==> config.mk <==
export PLATFORM = sky130hd
export DESIGN_NAME = color_gen_top
export DESIGN_NICKNAME = d
export VERILOG_FILES = /design/src/logic/color_pkg.sv /design/src/logic/chroma_gen.sv /design/src/logic/shift_add_mult.sv /design/src/logic/intensity_scaler.sv /design/src/logic/color_ctrl.sv /design/src/logic/color_gen_top.sv
export VERILOG_INCLUDE_DIRS = /design/src /design/src/logic
export SDC_FILE = /design/constraint.sdc
export NUM_CORES = 1
export LEC_CHECK = 0
export BUFFER_PORTS_ARGS = -buffer_cell sky130_fd_sc_hd__buf_4
export CAP_MARGIN = 20
export CELL_PAD_IN_SITES_DETAIL_PLACEMENT = 1
export CELL_PAD_IN_SITES_GLOBAL_PLACEMENT = 2
export CORE_MARGIN = 2
export CORE_UTILIZATION = 44
export CTS_CLUSTER_SIZE = 28
export DETAILED_ROUTE_END_ITERATION = 12
export HOLD_SLACK_MARGIN = 0.08
export PLACE_DENSITY_LB_ADDON = 0.25
export SLEW_MARGIN = 20
export SYNTH_ARGS = -nofsm -noshare
export SYNTH_HDL_FRONTEND = slang
export SYNTH_HIERARCHICAL = 1
export SYNTH_SLANG_ARGS = --single-unit
==> constraint.sdc <==
create_clock -name clk -period 5.8 [get_ports clk]
set_input_delay 0.58 -clock clk [delete_from_list [all_inputs] [get_ports clk]]
set_output_delay 0.58 -clock clk [all_outputs]
set_load 0.05 [all_outputs]
==> src/logic/color_defines.svh <==
// shared constants for the RGBW color generator; include wherever a mode code or width is needed
`ifndef COLOR_DEFINES_SVH
`define COLOR_DEFINES_SVH

// host mode codes
`define COLOR_MODE_PASS 8'h21
`define COLOR_MODE_GEN 8'hA4

// width of one intensity channel
`define COLOR_CH_W 8

// hue ramp shape
// one channel moves by this much per step
`define COLOR_RAMP_STEP 7
// steps in one hue segment
`define COLOR_SEG_LEN 42
// ramp stays in the last segment once it gets there
`define COLOR_SEG_LAST 5

// full 8x8 product
`define COLOR_PROD_W 16

`endif

==> src/logic/color_pkg.sv <==
// struct types shared by the color generator blocks and the testbench, used by scoped name
`include "color_defines.svh"

package color_pkg;

    // one intensity channel
    typedef logic [`COLOR_CH_W-1:0] channel_t;

    // ramp and white mix result, no white channel
    typedef struct packed {
        channel_t r;
        channel_t g;
        channel_t b;
    } rgb_t;

    // full output color, also the direct passthrough value
    typedef struct packed {
        channel_t w;
        channel_t r;
        channel_t g;
        channel_t b;
    } rgbw_t;

    // host frame request, held stable while req is high and ack low
    typedef struct packed {
        logic [7:0] mode;
        channel_t   hue_idx;
        channel_t   white;
        channel_t   intensity;
        rgbw_t      direct;
    } frame_t;

    // multiplier operands, a is the gain
    typedef struct packed {
        channel_t a;
        channel_t b;
    } mult_op_t;

endpackage

==> src/logic/chroma_gen.sv <==
// walks the six-segment hue ramp one step per cycle, then mixes in white with saturation
`include "color_defines.svh"

module chroma_gen
(
    input  logic                clk,
    input  logic                reset,
    input  logic                start,
    input  color_pkg::channel_t hue_idx,
    input  color_pkg::channel_t white,
    output logic                done,
    output color_pkg::rgb_t     mixed
);

    localparam color_pkg::channel_t STEP = `COLOR_RAMP_STEP;
    localparam logic [2:0] SEG_LAST = `COLOR_SEG_LAST;
    localparam logic [5:0] SEG_END = `COLOR_SEG_LEN - 1;

    typedef enum logic [1:0] {
        ST_IDLE,
        ST_RAMP,
        ST_MIX
    } state_t;

    state_t              state;
    // steps still to walk
    color_pkg::channel_t steps_left;
    color_pkg::channel_t white_q;
    // current segment and position inside it
    logic [2:0]          seg;
    logic [5:0]          seg_pos;
    color_pkg::rgb_t     ramp;

    // add with clamp at full scale
    function automatic color_pkg::channel_t sat_add(input color_pkg::channel_t x,
                                                    input color_pkg::channel_t y);
        logic [`COLOR_CH_W:0] sum;
        sum = {1'b0, x} + {1'b0, y};
        return sum[`COLOR_CH_W] ? '1 : sum[`COLOR_CH_W-1:0];
    endfunction

    // one step down, clamp at zero
    function automatic color_pkg::channel_t step_down(input color_pkg::channel_t x);
        return (x < STEP) ? '0 : x - STEP;
    endfunction

    // sequencing
    // h steps, one idle check, one mix cycle: done lands h+2 after start
    always_ff @(posedge clk)
    begin
        if (!reset)
        begin
            state <= ST_IDLE;
            done  <= 1'b0;
        end
        else
        begin
            done <= 1'b0;
            case (state)
                ST_IDLE:
                begin
                    if (start)
                        state <= ST_RAMP;
                end
                ST_RAMP:
                begin
                    if (steps_left == '0)
                        state <= ST_MIX;
                end
                default:
                begin
                    done  <= 1'b1;
                    state <= ST_IDLE;
                end
            endcase
        end
    end

    // ramp walk and white mix
    always_ff @(posedge clk)
    begin
        if (state == ST_IDLE && start)
        begin
            // walk starts from black
            ramp       <= '0;
            steps_left <= hue_idx;
            white_q    <= white;
            seg        <= '0;
            seg_pos    <= '0;
        end
        else if (state == ST_RAMP && steps_left != '0)
        begin
            steps_left <= steps_left - 1'b1;
            // two channels pinned, third one moves
            case (seg)
                3'd0:
                begin
                    ramp.r <= '1;
                    ramp.g <= '0;
                    ramp.b <= sat_add(ramp.b, STEP);
                end
                3'd1:
                begin
                    ramp.b <= '1;
                    ramp.g <= '0;
                    ramp.r <= step_down(ramp.r);
                end
                3'd2:
                begin
                    ramp.b <= '1;
                    ramp.r <= '0;
                    ramp.g <= sat_add(ramp.g, STEP);
                end
                3'd3:
                begin
                    ramp.g <= '1;
                    ramp.r <= '0;
                    ramp.b <= step_down(ramp.b);
                end
                3'd4:
                begin
                    ramp.g <= '1;
                    ramp.b <= '0;
                    ramp.r <= sat_add(ramp.r, STEP);
                end
                default:
                begin
                    ramp.r <= '1;
                    ramp.b <= '0;
                    ramp.g <= step_down(ramp.g);
                end
            endcase
            // next segment after 42 steps, last one runs on
            if (seg_pos == SEG_END && seg != SEG_LAST)
            begin
                seg     <= seg + 1'b1;
                seg_pos <= '0;
            end
            else
            begin
                seg_pos <= seg_pos + 1'b1;
            end
        end
        else if (state == ST_MIX)
        begin
            mixed.r <= sat_add(ramp.r, white_q);
            mixed.g <= sat_add(ramp.g, white_q);
            mixed.b <= sat_add(ramp.b, white_q);
        end
    end

    // controller only starts a walk once the previous one is finished
    assert property (@(posedge clk) disable iff (!reset) start |-> state == ST_IDLE);

endmodule

==> src/logic/shift_add_mult.sv <==
// unsigned 8x8 shift-add multiplier, one bit per cycle, behind a four-phase ld/ok handshake
`include "color_defines.svh"

module shift_add_mult
(
    input  logic                     clk,
    input  logic                     reset,
    input  logic                     ld,
    input  color_pkg::mult_op_t      op,
    output logic                     ok,
    output logic [`COLOR_PROD_W-1:0] prod
);

    logic                     busy;
    logic [2:0]               bit_cnt;
    // shifted copy of operand b
    logic [`COLOR_PROD_W-1:0] mcand;
    // operand a, lsb picks the add
    color_pkg::channel_t      mplier;
    logic [`COLOR_PROD_W-1:0] partial;

    // accumulate this cycle's partial product
    assign partial = mplier[0] ? prod + mcand : prod;

    // handshake and bit count
    always_ff @(posedge clk)
    begin
        if (!reset)
        begin
            busy    <= 1'b0;
            ok      <= 1'b0;
            bit_cnt <= '0;
        end
        else if (ok)
        begin
            // hold result until the requester lets go
            if (!ld)
                ok <= 1'b0;
        end
        else if (busy)
        begin
            bit_cnt <= bit_cnt + 1'b1;
            // eighth add, result ready
            if (bit_cnt == 3'd7)
            begin
                busy <= 1'b0;
                ok   <= 1'b1;
            end
        end
        else if (ld)
        begin
            busy    <= 1'b1;
            bit_cnt <= '0;
        end
    end

    // shift-add datapath
    always_ff @(posedge clk)
    begin
        if (!busy && !ok && ld)
        begin
            prod   <= '0;
            mcand  <= {{(`COLOR_PROD_W - `COLOR_CH_W){1'b0}}, op.b};
            mplier <= op.a;
        end
        else if (busy)
        begin
            prod   <= partial;
            mcand  <= mcand << 1;
            mplier <= mplier >> 1;
        end
    end

    // requester keeps ld up for the whole multiply
    assert property (@(posedge clk) disable iff (!reset) $rose(ok) |-> ld);

endmodule

==> src/logic/intensity_scaler.sv <==
// scales white, red, green and blue by intensity through the shared multiplier, keeps high bytes
`include "color_defines.svh"

module intensity_scaler
(
    input  logic                     clk,
    input  logic                     reset,
    input  logic                     start,
    input  color_pkg::channel_t      intensity,
    input  color_pkg::channel_t      white,
    input  color_pkg::rgb_t          mixed,
    output logic                     done,
    output color_pkg::rgbw_t         scaled,
    output logic                     ld,
    output color_pkg::mult_op_t      op,
    input  logic                     ok,
    input  logic [`COLOR_PROD_W-1:0] prod
);

    typedef enum logic [1:0] {
        ST_IDLE,
        ST_LOAD,
        ST_WAIT
    } state_t;

    state_t              state;
    // 0 white, 1 red, 2 green, 3 blue
    logic [1:0]          ch_idx;
    color_pkg::channel_t gain;
    color_pkg::rgbw_t    src;

    // operand select, steady while a channel is in flight
    always_comb
    begin
        op.a = gain;
        case (ch_idx)
            2'd0:    op.b = src.w;
            2'd1:    op.b = src.r;
            2'd2:    op.b = src.g;
            default: op.b = src.b;
        endcase
    end

    // four multiplier transactions in a row
    always_ff @(posedge clk)
    begin
        if (!reset)
        begin
            state  <= ST_IDLE;
            ld     <= 1'b0;
            done   <= 1'b0;
            ch_idx <= '0;
        end
        else
        begin
            done <= 1'b0;
            case (state)
                ST_IDLE:
                begin
                    if (start)
                    begin
                        ch_idx <= '0;
                        state  <= ST_LOAD;
                    end
                end
                ST_LOAD:
                begin
                    // wait for ok from the last product to clear
                    if (!ok)
                    begin
                        ld    <= 1'b1;
                        state <= ST_WAIT;
                    end
                end
                default:
                begin
                    if (ok)
                    begin
                        ld <= 1'b0;
                        if (ch_idx == 2'd3)
                        begin
                            done  <= 1'b1;
                            state <= ST_IDLE;
                        end
                        else
                        begin
                            ch_idx <= ch_idx + 1'b1;
                            state  <= ST_LOAD;
                        end
                    end
                end
            endcase
        end
    end

    // operand capture and product high bytes
    always_ff @(posedge clk)
    begin
        if (state == ST_IDLE && start)
        begin
            gain <= intensity;
            // white on top, then the mixed color
            src  <= {white, mixed};
        end
        if (state == ST_WAIT && ok)
        begin
            case (ch_idx)
                2'd0:    scaled.w <= prod[`COLOR_PROD_W-1 -: `COLOR_CH_W];
                2'd1:    scaled.r <= prod[`COLOR_PROD_W-1 -: `COLOR_CH_W];
                2'd2:    scaled.g <= prod[`COLOR_PROD_W-1 -: `COLOR_CH_W];
                default: scaled.b <= prod[`COLOR_PROD_W-1 -: `COLOR_CH_W];
            endcase
        end
    end

    // multiplier reads op across the whole ld phase
    assert property (@(posedge clk) disable iff (!reset) ld && $past(ld) |-> $stable(op));

endmodule

==> src/logic/color_ctrl.sv <==
// host frame handshake and mode decode, drives the color output register and ack
`include "color_defines.svh"

module color_ctrl
(
    input  logic              clk,
    input  logic              reset,
    input  color_pkg::frame_t frame,
    input  logic              req,
    output color_pkg::rgbw_t  color,
    output logic              ack,
    output logic              chroma_start,
    input  logic              chroma_done,
    input  color_pkg::rgb_t   mixed,
    output logic              scale_start,
    input  logic              scale_done,
    input  color_pkg::rgbw_t  scaled
);

    typedef enum logic [1:0] {
        ST_IDLE,
        ST_CHROMA,
        ST_SCALE,
        ST_HOLD
    } state_t;

    state_t            state;
    // last req, for the rising edge
    logic              req_q;
    color_pkg::frame_t frame_q;

    // frame capture on req rising
    always_ff @(posedge clk)
    begin
        if (req && !req_q)
            frame_q <= frame;
    end

    // frame sequencing
    always_ff @(posedge clk)
    begin
        if (!reset)
        begin
            state        <= ST_IDLE;
            req_q        <= 1'b0;
            ack          <= 1'b0;
            chroma_start <= 1'b0;
            scale_start  <= 1'b0;
            color        <= '0;
        end
        else
        begin
            req_q        <= req;
            chroma_start <= 1'b0;
            scale_start  <= 1'b0;
            case (state)
                ST_IDLE:
                begin
                    // frame_q was loaded on the previous edge
                    if (req_q)
                    begin
                        if (frame_q.mode == `COLOR_MODE_GEN)
                        begin
                            chroma_start <= 1'b1;
                            state        <= ST_CHROMA;
                        end
                        else
                        begin
                            // unknown codes just complete
                            if (frame_q.mode == `COLOR_MODE_PASS)
                                color <= frame_q.direct;
                            ack   <= 1'b1;
                            state <= ST_HOLD;
                        end
                    end
                end
                ST_CHROMA:
                begin
                    // mixed holds until the next chroma start
                    if (chroma_done)
                    begin
                        scale_start <= 1'b1;
                        state       <= ST_SCALE;
                    end
                end
                ST_SCALE:
                begin
                    if (scale_done)
                    begin
                        color <= scaled;
                        ack   <= 1'b1;
                        state <= ST_HOLD;
                    end
                end
                default:
                begin
                    // back-pressure, no new frame until req drops
                    if (!req)
                    begin
                        ack   <= 1'b0;
                        state <= ST_IDLE;
                    end
                end
            endcase
        end
    end

    // ack only answers a live request, req high on the edge that raised ack
    assert property (@(posedge clk) disable iff (!reset) $rose(ack) |-> $past(req));

endmodule

==> src/logic/color_gen_top.sv <==
// top level of the RGBW color generator, connects controller, ramp, scaler and multiplier
`include "color_defines.svh"

module color_gen_top
(
    input  logic              clk,
    input  logic              reset,
    input  color_pkg::frame_t frame,
    input  logic              req,
    output color_pkg::rgbw_t  color,
    output logic              ack
);

    logic                     chroma_start;
    logic                     chroma_done;
    logic                     scale_start;
    logic                     scale_done;
    color_pkg::rgb_t          mixed;
    color_pkg::rgbw_t         scaled;
    // multiplier handshake
    logic                     mult_ld;
    logic                     mult_ok;
    color_pkg::mult_op_t      mult_op;
    logic [`COLOR_PROD_W-1:0] mult_prod;

    color_ctrl i_ctrl
    (
        .clk          (clk),
        .reset        (reset),
        .frame        (frame),
        .req          (req),
        .color        (color),
        .ack          (ack),
        .chroma_start (chroma_start),
        .chroma_done  (chroma_done),
        .mixed        (mixed),
        .scale_start  (scale_start),
        .scale_done   (scale_done),
        .scaled       (scaled)
    );

    // host holds frame until ack, so the fields feed the datapath directly
    chroma_gen i_chroma
    (
        .clk     (clk),
        .reset   (reset),
        .start   (chroma_start),
        .hue_idx (frame.hue_idx),
        .white   (frame.white),
        .done    (chroma_done),
        .mixed   (mixed)
    );

    intensity_scaler i_scaler
    (
        .clk       (clk),
        .reset     (reset),
        .start     (scale_start),
        .intensity (frame.intensity),
        .white     (frame.white),
        .mixed     (mixed),
        .done      (scale_done),
        .scaled    (scaled),
        .ld        (mult_ld),
        .op        (mult_op),
        .ok        (mult_ok),
        .prod      (mult_prod)
    );

    shift_add_mult i_mult
    (
        .clk   (clk),
        .reset (reset),
        .ld    (mult_ld),
        .op    (mult_op),
        .ok    (mult_ok),
        .prod  (mult_prod)
    );

endmodule

# After elaboration in Yosys (flattened, before gate mapping)
# Cells that the tools add are included.
[word_totals]
regBits = 277
in_bits = 67
out_inout_bits = 33
word_cells = 205
[op_classes]
addsub = 15
n_lt_le_gt_ge = 3
eq_ne = 30
mux = 58
bitwise_logic = 8
reduce_logical = 45
[op_table]
columns = ["cell", "count"]
rows = [
  ["$mux 32", 4],
  ["$pmux 24 s5", 1],
  ["$mux 8", 12],
  ["$pmux 32 s2", 1],
  ["$add 8x3->9 const B", 3],
  ["$add 8x8->9", 3],
  ["$mux 2", 13],
  ["$lt 8x3->1 const B", 3],
  ["$pmux 8 s3", 1],
  ["$sub 8x3->8 const B", 3],
  ["$reduce_and 2->1", 9],
  ["$mux 1", 17],
  ["$add 16x16->16", 1],
  ["$pmux 2 s2", 3],
  ["$reduce_and 3->1", 4],
  ["$reduce_bool 2->1", 6],
  ["$eq 2x2->1 const B", 5],
  ["$ne 2x1->1 const B", 5],
  ["$ne 2x2->1 const B", 5],
  ["$reduce_and 5->1", 2],
  ["$eq 2x1->1 const B", 4],
  ["$eq 8x6->1 const B", 1],
  ["$eq 8x8->1 const B", 1],
  ["$logic_and 1x1->1", 8],
  ["27 further kinds", 44],
]

# Depth between registers and ports, before layout
[logic_depth]
ltp_word = 5
mapped_depth = 10
mapped_depth_nobuf = 10

# Modules after synthesis
# Netlist, hierarchy kept.
[modules_own_cells]
columns = ["module", "n_inst", "cells_each", "area_per_inst_um2", "seq_area_each_um2"]
rows = [
  ["chroma_gen", 1, 559, 5177.5, 1921.8],
  ["color_ctrl", 1, 200, 3035.4, 1961.9],
  ["intensity_scaler", 1, 143, 2738.9, 2282.2],
  ["shift_add_mult", 1, 258, 2354.8, 1061.0],
]

# Worst setup path before layout
# No wires, ideal clock.
[synth_timing]
path_type = "reg2reg"
startpoint = "register i_chroma.white_q[0]"
endpoint = "register, netlist name i_chroma/mixed[19]"
setup_time_ns = 0.278
arrival_ns = 2.102
required_time_ns = 5.522
path_slack_ns = 3.420
path_stages_with_launch = 8
n_path_buf = 0
synth_period_minus_slack_ns = 2.380
path_cell_list = "edfxtp_1 -> ha_1 -> fa_1 -> a211oi_1 -> o21bai_1 -> a21o_1 -> a31oi_1 -> o21ai_0"
[synth_via]
elab_chain_cells = 1
[synth_rtl]
columns = ["element", "line_no", "source"]
rows = [
  ["from (decl)", "chroma_gen.sv:28", "color_pkg::channel_t white_q;"],
  ["from (signal assigned)", "chroma_gen.sv:87", "white_q <= white;"],
  ["$add 8x8->9", "chroma_gen.sv:38", "sum = {1'b0, x} + {1'b0, y};"],
]
# Every way passes these cells.
# A chain may end at the register's enable or synchronous reset.

# Worst setup path in the final report
[layout_timing]
startpoint = "register i_chroma.steps_left[0]"
endpoint = "register i_chroma/ramp[13] (netlist name)"
[layout_via]
elab_chain_cells = 2
[layout_rtl]
columns = ["element", "line_no", "source"]
rows = [
  ["from (decl)", "chroma_gen.sv:27", "color_pkg::channel_t steps_left;"],
  ["from (signal assigned)", "chroma_gen.sv:86", "steps_left <= hue_idx;"],
  ["from (signal assigned)", "chroma_gen.sv:93", "steps_left <= steps_left - 1'b1;"],
  ["$reduce_bool 8->1", "chroma_gen.sv:91", "else if (state == ST_RAMP && steps_left != '0)"],
  ["$logic_and 1x1->1", "chroma_gen.sv:91", ""],
  ["to (decl)", "chroma_gen.sv:32", "color_pkg::rgb_t ramp;"],
]
# Every way passes these cells.

==> results.json <==
{
  "status": "completed",
  "fin_tns_setup_ns": 0,
  "diodes": 0,
  "cp_data_arrival_time_ns": 3.24,
  "cts_htree_levels": 1,
  "synth_top_area_share_pct": 37.9,
  "grt_pass1_vias": 9845,
  "detail_route.vias_per_cell": 5.72,
  "clock_sinks": 277,
  "synth.distinct_cells": 92,
  "worst_skew_pair.late_latency_ns": 0.57,
  "gp_congestion": 0.814,
  "hold_path_class": "in -> reg",
  "cts_root_buf": "clkbuf_16",
  "critPathRequiredTime_ns": 6.24,
  "nNetsFinal": 1379,
  "clockBufferDepth": 3,
  "drtAntennaViolNets": 0,
  "ios": 100,
  "worstSetupPathType": "reg -> reg",
  "critical_path.max_fanout": 13,
  "place_area_um2": 14300,
  "grt_max_degree": 50,
  "antenna_found_initial": 0,
  "dr.pass1.iters": 5,
  "ys.flop_type": "edfxtp_1",
  "netlist_instances": 1160,
  "cts_hold_buf": 0,
  "final_hold_viol_count": 0,
  "synth_top_cell_by_area": "edfxtp_1",
  "cts_tree": "yes",
  "irDropWorstVdd_mv": 0.198,
  "slew_headroom_pct": 26.1,
  "period_needed_ns": 2.79,
  "tightest_slew_ns": 1.11,
  "io_buffers": 99,
  "clkTransAtPathRegs_ns": 0.06,
  "drv_slew": 0,
  "min_period_over_period_pct": 48.2,
  "wl_per_cell_um": 20.4,
  "syn2layout_area_growth_pct": 15.3,
  "num_rows": 63,
  "cap_violations": 0,
  "cts_buffers": 30,
  "crit_path_end_kind": "flop",
  "syn_area_per_cell_um2": 11.5,
  "drive_gt1_share_pct": 15.1,
  "max_freq_ghz": 0.358,
  "initialDrtViolationCount": 611,
  "die_h_um": 178,
  "dp_hpwl_mm": 23.4,
  "final.setup.worst_slack_ns": 3.01,
  "core_area_um2": 29700,
  "synth.area.top_cells": "edfxtp_1 38%, dfxtp_1 16%, ha_1 5.9%",
  "rsz0062_at_grt": "no",
  "stdcell_area_um2": 15300,
  "cts_setup_buffers": 0,
  "powerDensity_nw_per_um2": 401,
  "grt_pass1_wl_mm": 53.6,
  "cp-start-kind": "flop",
  "synth_area_um2": 13300,
  "cts_resized": 0,
  "synth-seq-cells": 277,
  "finalClockSkew_ns": 0.0247,
  "syn-num-nets": 1294,
  "pre_cts_slack_ns": 3.04,
  "grt-ovfl-total": 0,
  "power.total_mw": 6.16,
  "routed_wirelength_mm": 33.8,
  "track_usage_pct": 21.4,
  "leakage_nw": 5.85,
  "vias": 9496,
  "synth-edff-count": 168,
  "initial_core_util_pct": 44.8,
  "die_w_um": 178,
  "synth_seq_area_share_pct": 54.3,
  "async_flop_share_pct": 0,
  "setup_viol_count_final": 0,
  "yosysWarnings": 6,
  "drcViolationCount": 0,
  "die_area_um2": 31600
}
## Yosys cell counts, types with 4 or more instances
master and count:
inv_1 50, nand3b_1 6, mux2i_1 16, nor2_1 52
fa_1 4, nor2b_1 20, o21bai_1 6, a22oi_1 6
nand4_1 8, nand2b_1 17, xnor2_1 23, buf_6 6
o211ai_1 4, o31ai_1 5, a31oi_1 11, a211oi_1 17
edfxtp_1 168, dfxtp_1 109, o21ai_0 60, xor2_1 18
a21o_1 19, ha_1 63, clkbuf_1 34, nor3_1 19
nand2_1 103, o21ai_1 13, and3_1 12, nand3_1 27
a222oi_1 8, o22a_1 33, a22o_1 8, and2b_1 4
or3_1 4, o221a_1 32, buf_2 9, or4_1 4
a221oi_2 4, and2_1 13, a21oi_1 52, o2111ai_1 4
nor4_1 8
## state kept, by name, summed over array words and instances (netlist names), 8 cells and up
| name | count |
|---|---|
| i_chroma/ramp | 24 |
| i_mult/mplier | 8 |
| i_scaler/src | 32 |
| i_scaler/gain | 8 |
| i_scaler/scaled | 32 |
| i_chroma/steps_left | 8 |
| i_ctrl/frame_q | 40 |
| i_chroma/white_q | 8 |
| i_ctrl/color | 32 |
| i_mult/mcand | 16 |
| i_chroma/mixed | 24 |
| i_mult/prod | 16 |
## layout make-up
| cell class | instances | area, µm² |
|---|---|---|
| Clock buffer | 34 | 766 |
| Clock inverter | 22 | 263 |
| Fill cell | 3142 | 14400 |
| Inverter | 52 | 198 |
| Multi-Input combinational cell | 776 | 5590 |
| Sequential cell | 277 | 7230 |
| Tap cell | 390 | 488 |
| Timing Repair Buffer | 108 | 811 |
## cells by family after synthesis
logic type,after synthesis,share of synthesized area [%]
DFF,277,54.3
xor gates and xnor gates,41,2.70
AOI/OAI and AO/OA,327,18.6
adders and majority gates,67,6.53
muxes,16,1.20
buffers and inverters,107,3.68
and+or+nand+nor,325,13.0
## critical path, stage by stage (launching register included)
cell	delay [ns]
edfxtp_1	0.42
inv_1	0.09
ha_1	0.18
or3b_4	0.43
o41ai_4	0.90
nor2_2	0.16
a21o_1	0.20
a211o_1	0.28
## layout by cell type (no fill, tap or decap), drive strengths merged, types with 14 or more instances in the layout
cell type,instances
dfxtp,109
buf,108
o21ai,74
nor3,22
nand3,28
o22a,33
nor2,55
and2,14
xnor2,23
inv,52
a21o,19
o221a,32
edfxtp,168
nand2,105
a21oi,53
xor2,18
clkbuf,34
mux2i,16
nor2b,21
ha,63
nand2b,17
a211oi,17
## metal layers
layer	track usage [%]	vias to the layer above	routed length, µm	part of all wire (%)
met5	0	-	0	0
met4	5.29	0	682	2.0
met3	2.68	49	1150	3.4
met2	38.8	173	17300	51
met1	26.9	4706	14700	43
li1	-	4568	-	-
## final timing paths
| kind | from | end | slack (ns) | cells after the start |
|---|---|---|---|---|
| max | i_chroma/steps_left[0] | i_chroma/ramp[13] | 3.01 | 7 |
| min | frame[56] | i_ctrl/frame_q[56] | 0.18 | 1 |
| max reg2reg | i_chroma/steps_left[0] | i_chroma/ramp[13] | 3.01 | 7 |
| min reg2reg | i_chroma/mixed[7] | i_scaler/src[7] | 0.42 | 0 |
## per-stage QoR
stage | util, % | cells | hold WS (ns)
after floorplan | - | 1160 | 0.400
after global placement | 48.2 | 1603 | 0.402
after detailed placement | 48.2 | 1603 | 0.406
after CTS | 51.6 | 1659 | 0.160
after global routing | 51.6 | 1659 | 0.153
final | 51.6 | 1659 | 0.182
## power breakdown
group	internal (mW)	total [mW]	switching [mW]	leakage, nW
clock	1.17	1.98	0.803	0.490
sequential	2.33	2.53	0.209	2.44
combinational	0.605	1.64	1.04	2.91
Power figures use the tool's default switching activity.
